`src/scale_config.svh`:
```
// scale stage configuration
// widths of the samples, gains and clamped products,
// plus the default depth of the output buffer
`ifndef SCALE_CONFIG_SVH
`define SCALE_CONFIG_SVH

// Q1.15 sample and gain width
`define SCALE_SAMPLE_W 16

// Q1.30 product width after the clamp
// the sign bit of the full Q2.30 product is dropped
`define SCALE_WIDE_W 31

// entries in the output buffer storage
// any power of two of 2 or more
`define SCALE_FIFO_DEPTH 4

`endif

```
`src/scale_pkg.sv`:
```
// scale stage types
// sample and product words, rounding modes and the stream beats
// that travel between the producer, the rounder and the outside
`include "scale_config.svh"

package scale_pkg;

  typedef logic signed [`SCALE_SAMPLE_W-1:0] sample_t; // Q1.15
  typedef logic signed [`SCALE_WIDE_W-1:0]   wide_t;   // Q1.30

  // rounding applied when a product is cut back to a sample
  typedef enum logic [1:0] {
    ROUND_NEAREST = 2'd0, // nearest, never wraps the largest value
    ROUND_TRUNC   = 2'd1, // toward minus infinity
    ROUND_ZERO    = 2'd2  // toward zero
  } round_mode_e;

  typedef struct packed {
    sample_t data;
    logic    last;
  } in_beat_t;

  // product beat carries the mode that was in effect at acceptance
  typedef struct packed {
    wide_t       data;
    logic        last;
    round_mode_e mode;
  } wide_beat_t;

  typedef struct packed {
    sample_t data;
    logic    last;
  } out_beat_t;

endpackage

```
`src/gain_multiplier.sv`:
```
// gain multiplier
// one register stage that multiplies each Q1.15 sample by a Q1.15 gain,
// clamps the single overflowing product and keeps a Q1.30 result
// together with the last flag and the rounding mode
module gain_multiplier (
  input  logic                   i_clk,
  input  logic                   i_reset,
  input  scale_pkg::in_beat_t    i_in,
  input  logic                   i_in_valid,
  output logic                   o_in_ready,
  input  scale_pkg::sample_t     i_gain,
  input  scale_pkg::round_mode_e i_round_mode,
  output scale_pkg::wide_beat_t  o_prod,
  output logic                   o_prod_valid,
  input  logic                   i_prod_ready
);
  import scale_pkg::*;

  localparam int SAMPLE_W = $bits(sample_t);
  localparam int FULL_W   = 2 * SAMPLE_W;  // Q2.30
  localparam int WIDE_W   = $bits(wide_t);

  logic signed [FULL_W-1:0] full_prod;
  logic                     overflow;
  wide_t                    clamped;
  logic                     in_fire;

  // signed by signed, both operands are sample_t
  assign full_prod = i_in.data * i_gain;

  // only -1 * -1 lands here, the two top bits then disagree
  assign overflow = full_prod[FULL_W-1] ^ full_prod[FULL_W-2];

  always_comb begin
    if (overflow) begin
      clamped = {1'b0, {(WIDE_W-1){1'b1}}}; // largest positive Q1.30
    end else begin
      clamped = full_prod[WIDE_W-1:0];
    end
  end

  // stage can take a beat when empty or when its beat leaves this cycle
  assign o_in_ready = ~o_prod_valid | i_prod_ready;
  assign in_fire    = i_in_valid & o_in_ready;

  always_ff @(posedge i_clk) begin
    if (i_reset) begin
      o_prod_valid <= 1'b0;
    end else if (o_in_ready) begin
      o_prod_valid <= i_in_valid;
    end
  end

  // gain and mode are sampled with the beat they apply to
  always_ff @(posedge i_clk) begin
    if (in_fire) begin
      o_prod.data <= clamped;
      o_prod.last <= i_in.last;
      o_prod.mode <= i_round_mode;
    end
  end

endmodule

```
`src/sample_fifo.sv`:
```
// sample FIFO
// circular buffer with a registered output beat, valid/ready on both sides
// the output register is refilled from storage, or straight from the
// input when the storage is empty
`include "scale_config.svh"

module sample_fifo #(
  parameter int DEPTH = `SCALE_FIFO_DEPTH
) (
  input  logic                 i_clk,
  input  logic                 i_reset,
  input  scale_pkg::out_beat_t i_wr,
  input  logic                 i_wr_valid,
  output logic                 o_wr_ready,
  output scale_pkg::out_beat_t o_rd,
  output logic                 o_rd_valid,
  input  logic                 i_rd_ready
);
  import scale_pkg::*;

  localparam int PTR_W = $clog2(DEPTH);
  localparam int CNT_W = $clog2(DEPTH + 1);

  out_beat_t        mem [DEPTH];
  logic [PTR_W-1:0] wr_ptr;
  logic [PTR_W-1:0] rd_ptr;
  logic [CNT_W-1:0] count;   // entries held in storage
  logic             wr_fire;
  logic             rd_fire;
  logic             load_out;
  logic             bypass;
  logic             push;
  logic             pop;

  assign o_wr_ready = (count != CNT_W'(DEPTH));
  assign wr_fire    = i_wr_valid & o_wr_ready;
  assign rd_fire    = o_rd_valid & i_rd_ready;

  // output register is free or empties on this edge
  assign load_out = ~o_rd_valid | rd_fire;

  // oldest stored entry has priority over the incoming beat
  assign pop    = load_out & (count != '0);
  assign bypass = load_out & (count == '0) & wr_fire;
  assign push   = wr_fire & ~bypass;

  always_ff @(posedge i_clk) begin
    if (i_reset) begin
      wr_ptr     <= '0;
      rd_ptr     <= '0;
      count      <= '0;
      o_rd_valid <= 1'b0;
    end else begin
      if (push) begin
        wr_ptr <= wr_ptr + 1'b1; // wraps, depth is a power of two
      end
      if (pop) begin
        rd_ptr <= rd_ptr + 1'b1;
      end
      case ({push, pop})
        2'b10:   count <= count + 1'b1;
        2'b01:   count <= count - 1'b1;
        default: count <= count;
      endcase
      if (load_out) begin
        o_rd_valid <= pop | bypass;
      end
    end
  end

  always_ff @(posedge i_clk) begin
    if (push) begin
      mem[wr_ptr] <= i_wr;
    end
    if (pop) begin
      o_rd <= mem[rd_ptr];
    end else if (bypass) begin
      o_rd <= i_wr;  // empty storage, skip it
    end
  end

endmodule

```
`src/sample_rounder.sv`:
```
// sample rounder
// cuts each Q1.30 product back to a Q1.15 sample with the rounding mode
// carried in its beat, then buffers the result for the output stream
`include "scale_config.svh"

module sample_rounder #(
  parameter int FIFO_DEPTH = `SCALE_FIFO_DEPTH
) (
  input  logic                  i_clk,
  input  logic                  i_reset,
  input  scale_pkg::wide_beat_t i_prod,
  input  logic                  i_prod_valid,
  output logic                  o_prod_ready,
  output scale_pkg::out_beat_t  o_out,
  output logic                  o_out_valid,
  input  logic                  i_out_ready
);
  import scale_pkg::*;

  localparam int WIDE_W = `SCALE_WIDE_W;
  localparam int OUT_W  = `SCALE_SAMPLE_W;
  localparam int FRAC_W = WIDE_W - OUT_W;  // bits dropped by the cut

  wide_t     prod;
  sample_t   high_part;
  logic      max_pos;
  logic      corr_nearest;
  logic      corr_zero;
  logic      round_corr;
  out_beat_t rounded;

  assign prod      = i_prod.data;
  assign high_part = prod[WIDE_W-1 -: OUT_W];  // bits 30 down to 15

  // positive with every kept magnitude bit set, rounding up would wrap
  assign max_pos = ~prod[WIDE_W-1] & (&prod[WIDE_W-2:FRAC_W]);

  assign corr_nearest = prod[FRAC_W-1];  // half an lsb or more
  assign corr_zero    = prod[WIDE_W-1] & (|prod[FRAC_W-1:0]);

  always_comb begin
    case (i_prod.mode)
      ROUND_NEAREST: round_corr = max_pos ? 1'b0 : corr_nearest;
      ROUND_ZERO:    round_corr = corr_zero;
      default:       round_corr = 1'b0;  // truncate
    endcase
  end

  // correction is zero extended before the add
  assign rounded.data = high_part + sample_t'(round_corr);
  assign rounded.last = i_prod.last;

  // beat is written into the buffer on the edge it is accepted
  sample_fifo #(
    .DEPTH (FIFO_DEPTH)
  ) u_sample_fifo (
    .i_clk      (i_clk),
    .i_reset    (i_reset),
    .i_wr       (rounded),
    .i_wr_valid (i_prod_valid),
    .o_wr_ready (o_prod_ready),
    .o_rd       (o_out),
    .o_rd_valid (o_out_valid),
    .i_rd_ready (i_out_ready)
  );

endmodule

```
`src/scale_round_top.sv`:
```
// scale and round top level
// gain multiplier stage feeding the rounder and its output buffer,
// two cycles from input acceptance to the output transfer
module scale_round_top (
  input  logic                   i_clk,
  input  logic                   i_reset,
  input  scale_pkg::in_beat_t    i_in,
  input  logic                   i_in_valid,
  output logic                   o_in_ready,
  input  scale_pkg::sample_t     i_gain,
  input  scale_pkg::round_mode_e i_round_mode,
  output scale_pkg::out_beat_t   o_out,
  output logic                   o_out_valid,
  input  logic                   i_out_ready
);
  import scale_pkg::*;

  wide_beat_t prod;        // product stream between the stages
  logic       prod_valid;
  logic       prod_ready;

  gain_multiplier u_gain_multiplier (
    .i_clk        (i_clk),
    .i_reset      (i_reset),
    .i_in         (i_in),
    .i_in_valid   (i_in_valid),
    .o_in_ready   (o_in_ready),
    .i_gain       (i_gain),
    .i_round_mode (i_round_mode),
    .o_prod       (prod),
    .o_prod_valid (prod_valid),
    .i_prod_ready (prod_ready)
  );

  sample_rounder u_sample_rounder (
    .i_clk        (i_clk),
    .i_reset      (i_reset),
    .i_prod       (prod),
    .i_prod_valid (prod_valid),
    .o_prod_ready (prod_ready),
    .o_out        (o_out),
    .o_out_valid  (o_out_valid),
    .i_out_ready  (i_out_ready)
  );

endmodule

```
`config.mk`:
```
export PLATFORM = sky130hd
export DESIGN_NAME = scale_round_top
export DESIGN_NICKNAME = d
export VERILOG_FILES = /design/src/scale_pkg.sv /design/src/gain_multiplier.sv /design/src/sample_fifo.sv /design/src/sample_rounder.sv /design/src/scale_round_top.sv
export VERILOG_INCLUDE_DIRS = /design/src
export SDC_FILE = /design/constraint.sdc
export NUM_CORES = 1
export LEC_CHECK = 0
export ABC_AREA = 1
export CAP_MARGIN = 5
export CORE_MARGIN = 2
export CORE_UTILIZATION = 40
export CTS_CLUSTER_DIAMETER = 30
export CTS_CLUSTER_SIZE = 25
export DETAILED_ROUTE_END_ITERATION = 12
export DONT_BUFFER_PORTS = 1
export PLACE_DENSITY = 0.65
export RECOVER_POWER = 50
export SLEW_MARGIN = 20
export SYNTH_ARGS = -nofsm -noshare
export SYNTH_HDL_FRONTEND = slang
export SYNTH_SLANG_ARGS = --single-unit
```
`constraint.sdc`:
```
create_clock -name i_clk -period 8.4 [get_ports i_clk]
set_clock_uncertainty 0.2 [all_clocks]
set_input_delay 1.26 -clock i_clk [delete_from_list [all_inputs] [get_ports i_clk]]
set_output_delay 1.26 -clock i_clk [all_outputs]
set_load 0.05 [all_outputs]
```
==> impl_metrics.yaml <==
outcome:
  outcome: "finished with violations"
  violations: "capacitance limit, slew limit"
synth:
  ys_async_sr_fraction_pct: 0
  yosys.cell_types.count: 39
  synth.avg_cell_area_um2: 8.51
  synth_cells: 1906
  synth-edff-count: 119
  yosys_warnings: 0
  synth_ff_type: "edfxtp_1"
  synth_area_um2: 16200
  yosysSeqAreaShare_pct: 23.4
  ys_seq_elements: 130
  syn_nets: 2297
global_route:
  gr-total-overflow: 0
  grt_pass1_wl_um: 62200
  grt_pass1_vias: 12500
  grt_usage_pct: 18.7
  antenna_found_initial: 0
  grt_max_degree: 36
cts:
  path_clk_slew_ns: 0.06
  hold_buffers: 0
  cts_buffer_depth: 2
  htreeDepth: 4
  worstSkewPairLatency_ns: 0.41
  numCtsBuffers: 17
  cts-resized-gates: 0
  post_cts_buffers: 0
  cts_tree: "built"
  cts_sinks: 130
  cts-root-buf: "clkbuf_16"
place:
  place.gp.congestion: 0.892
  port_buffers: 0
  dpl.hpwl_um: 29200
route:
  wl_um: 36400
  drt_iter0_drc: 789
  drc: 0
  wire_per_inst_um: 15.2
  ant_nets: 0
  vias: 11600
  firstDrtPassIters: 5
  viasPerCell: 4.83
sta:
  relSlewSlack_pct: -26.9
  layout_worst_path_cycle_share_pct: 86.8
  rsz0062_at_grt: "false"
  worst_slew_pin_slew_ns: 1.90
  timing.final.crit_period_ns: 7.29
  hold_viol: 0
  final-setup-viol-count: 0
  fmax_ghz: 0.137
  maxSlewViolCount: 35
  setup-tns-final_ns: 0
setup_path:
  critPathCaptureType: "flop"
  critPathMaxFanout: 30
  critPathKind: "in2reg"
  rr_worst_depth: 18
  critPathLaunchType: "primary input"
  path_cells: "nand2_1, fa_1, inv_1, fa_1, inv_1, fa_1, inv_1, fa_1, inv_1, fa_1, fa_1, inv_1, ha_1, a21oi_1, a21boi_0, nand2_1, a21oi_1, nand2_2, nand2_1, nand2_2, nand2_2, nand3_1"
  crit_top_cell: "fa_1"
  crit_family: "adder cells"
  cp_num_buf_inv: 5
  rrSetupSlack_ns: 5.17
  regToRegEndpoint: "u_sample_rounder.u_sample_fifo.o_rd[15]$_DFFE_PP_"
  cpMaxStageDelayCell: "fa_1"
  crit-reg2reg-launch: "u_gain_multiplier.o_prod[25]$_SDFFCE_PP1P_"
  crit_required_ns: 8.31
  arrival_ns: 7.20
  slowest_delay_ns: 0.63
die:
  io_pins: 58
  die_w_um: 205
  core_um2: 39900
  rows: 73
  fp.dieH_um: 205
  fp.dieArea_um2: 42200
  start_util_pct: 40.6
min_path:
  worstHoldPathCells: 2
  whs_endpoint: "u_sample_rounder.u_sample_fifo.count[0]$_SDFFE_PP0P_"
  min_from: "u_sample_rounder.u_sample_fifo.count[0]$_SDFFE_PP0P_"
  holdCritPathClass: "reg2reg"
cells_and_area:
  diodes: 0
  syn2layout_area_growth_pct: 5.82
  drive_above_1_share_pct: 3.74
  fillers: 3878
  fin_nets: 2249
run:
  cap_violations: 1
synthesized netlist by cell type (3+ instances only):
cell / count / share of area (%)
nand3_2: 9 / 0.56
xor2_1: 16 / 0.86
nor4_1: 4 / 0.15
fa_1: 263 / 32
ha_1: 89 / 6.9
nor3_1: 8 / 0.25
nor2_1: 116 / 2.7
nand3b_1: 6 / 0.28
nor3b_1: 3 / 0.14
o22ai_1: 14 / 0.54
buf_6: 6 / 0.42
edfxtp_1: 119 / 22
o21ai_0: 40 / 1.2
o21bai_1: 5 / 0.23
nand2_2: 11 / 0.42
a31oi_1: 4 / 0.15
or2_2: 6 / 0.23
a21oi_1: 26 / 0.80
nand3_1: 60 / 1.9
inv_1: 516 / 12
nand2_1: 454 / 11
clkbuf_1: 67 / 1.6
dfxtp_1: 11 / 1.4
xnor2_1: 23 / 1.2
nand4_1: 9 / 0.35
layer usage:
layer	vias to the layer above	share of wire (%)	GRT usage [%]
met4	0	1.7	4.39
met2	320	51	34.2
met5	-	0	0
met3	51	5.4	2.66
met1	5709	42	23.2
li1	5500	-	-
cell usage in the layout, fill, tap and decap left out, types with 3 or more instances in the layout:
cell / n
nand2_2: 11
o21bai_1: 5
nand3b_1: 6
nor2_1: 116
a21oi_1: 26
nand2_1: 454
xor2_1: 16
o21ai_0: 40
dfxtp_1: 11
nand3_1: 60
ha_1: 89
inv_6: 4
nor3b_1: 3
inv_1: 516
nand3_2: 9
a31oi_1: 4
clkbuf_1: 6
clkbuf_16: 19
xnor2_1: 23
edfxtp_1: 119
o22ai_1: 14
nand4_1: 9
inv_4: 5
nor3_1: 8
or2_2: 6
nor4_1: 4
fa_1: 263
metrics by stage:
stage	setup slack [ns]	std cells	utilization, %	hold WS [ns]	cell area, um^2
6_report	1.11	2396	43.0	0.287	17200
2_1_floorplan	0.925	1906	-	0.250	16200
4_1_cts	1.09	2396	43.1	0.278	17200
3_5_place_dp	0.672	2364	41.6	0.268	16600
5_1_grt	0.713	2396	43.0	0.298	17200
3_3_place_gp	0.873	2364	41.6	0.256	16600
worst reg2reg max path: stages (launching register included):
cell,delay (ns)
edfxtp_1,0.45
nand2_1,0.09
inv_1,0.05
nand3_1,0.10
nor2_1,0.05
a31oi_1,0.13
nor2_1,0.06
nor3_1,0.20
ha_1,0.21
ha_1,0.18
inv_1,0.05
nor2_1,0.15
nand3_1,0.16
nor2_1,0.19
nand3_1,0.13
nor2_1,0.13
xor2_1,0.38
nand2_1,0.09
nand2_1,0.10
sequential cells by signal (all words and copies together), names as in the netlist, named ones only:
signal,flops
u_gain_multiplier.o_prod,34
u_sample_rounder.u_sample_fifo.o_rd,17
u_sample_rounder.u_sample_fifo.rd_ptr,2
u_sample_rounder.u_sample_fifo.mem,68
u_sample_rounder.u_sample_fifo.wr_ptr,2
u_sample_rounder.u_sample_fifo.o_rd_valid,1
u_sample_rounder.u_sample_fifo.count,3
u_gain_multiplier.o_prod_valid,1
logic make-up (layout without fill, tap and decap cells):
group	after synthesis	after routing	synth area share (%)
flip-flops	130	130	23.4
AND/OR/NAND/NOR	692	692	17.7
XOR/XNOR	39	39	2.11
buffers and inverters	594	559	14.0
adder cells (fa/ha/maj)	352	352	39.3
AO/OA/AOI/OAI	99	99	3.45
how the worst max path moves through the flow:
stage	slack, ns	startpoint	depth (start not counted)	to
after global placement	0.87	i_in[16]	22	u_gain_multiplier.o_prod[11]$_SDFFCE_PP1P_
after CTS	1.09	i_in[16]	22	u_gain_multiplier.o_prod[31]$_SDFFCE_PP1P_
final	1.11	i_in[16]	22	u_gain_multiplier.o_prod[31]$_SDFFCE_PP1P_
after floorplan	0.92	i_gain[2]	25	u_gain_multiplier.o_prod[30]$_SDFFCE_PP1P_
after detailed placement	0.67	i_in[16]	22	u_gain_multiplier.o_prod[31]$_SDFFCE_PP1P_
after global routing	0.71	i_in[16]	23	u_gain_multiplier.o_prod[31]$_SDFFCE_PP1P_
area by class of cell:
class	instances	area, um^2	share of cell area (%)
clock buffer	20	489	2.85
tap	525	657	3.83
clock inverter	12	87.6	0.510
timing repair buffer	8	37.5	0.219
sequential	130	3790	22.1
inverter	519	1950	11.3
multi-input combinational	1182	10200	59.2
Power is left out: the tool's default activity adds up to more than one toggle a clock period on the data nets, which glitch-free logic cannot reach.
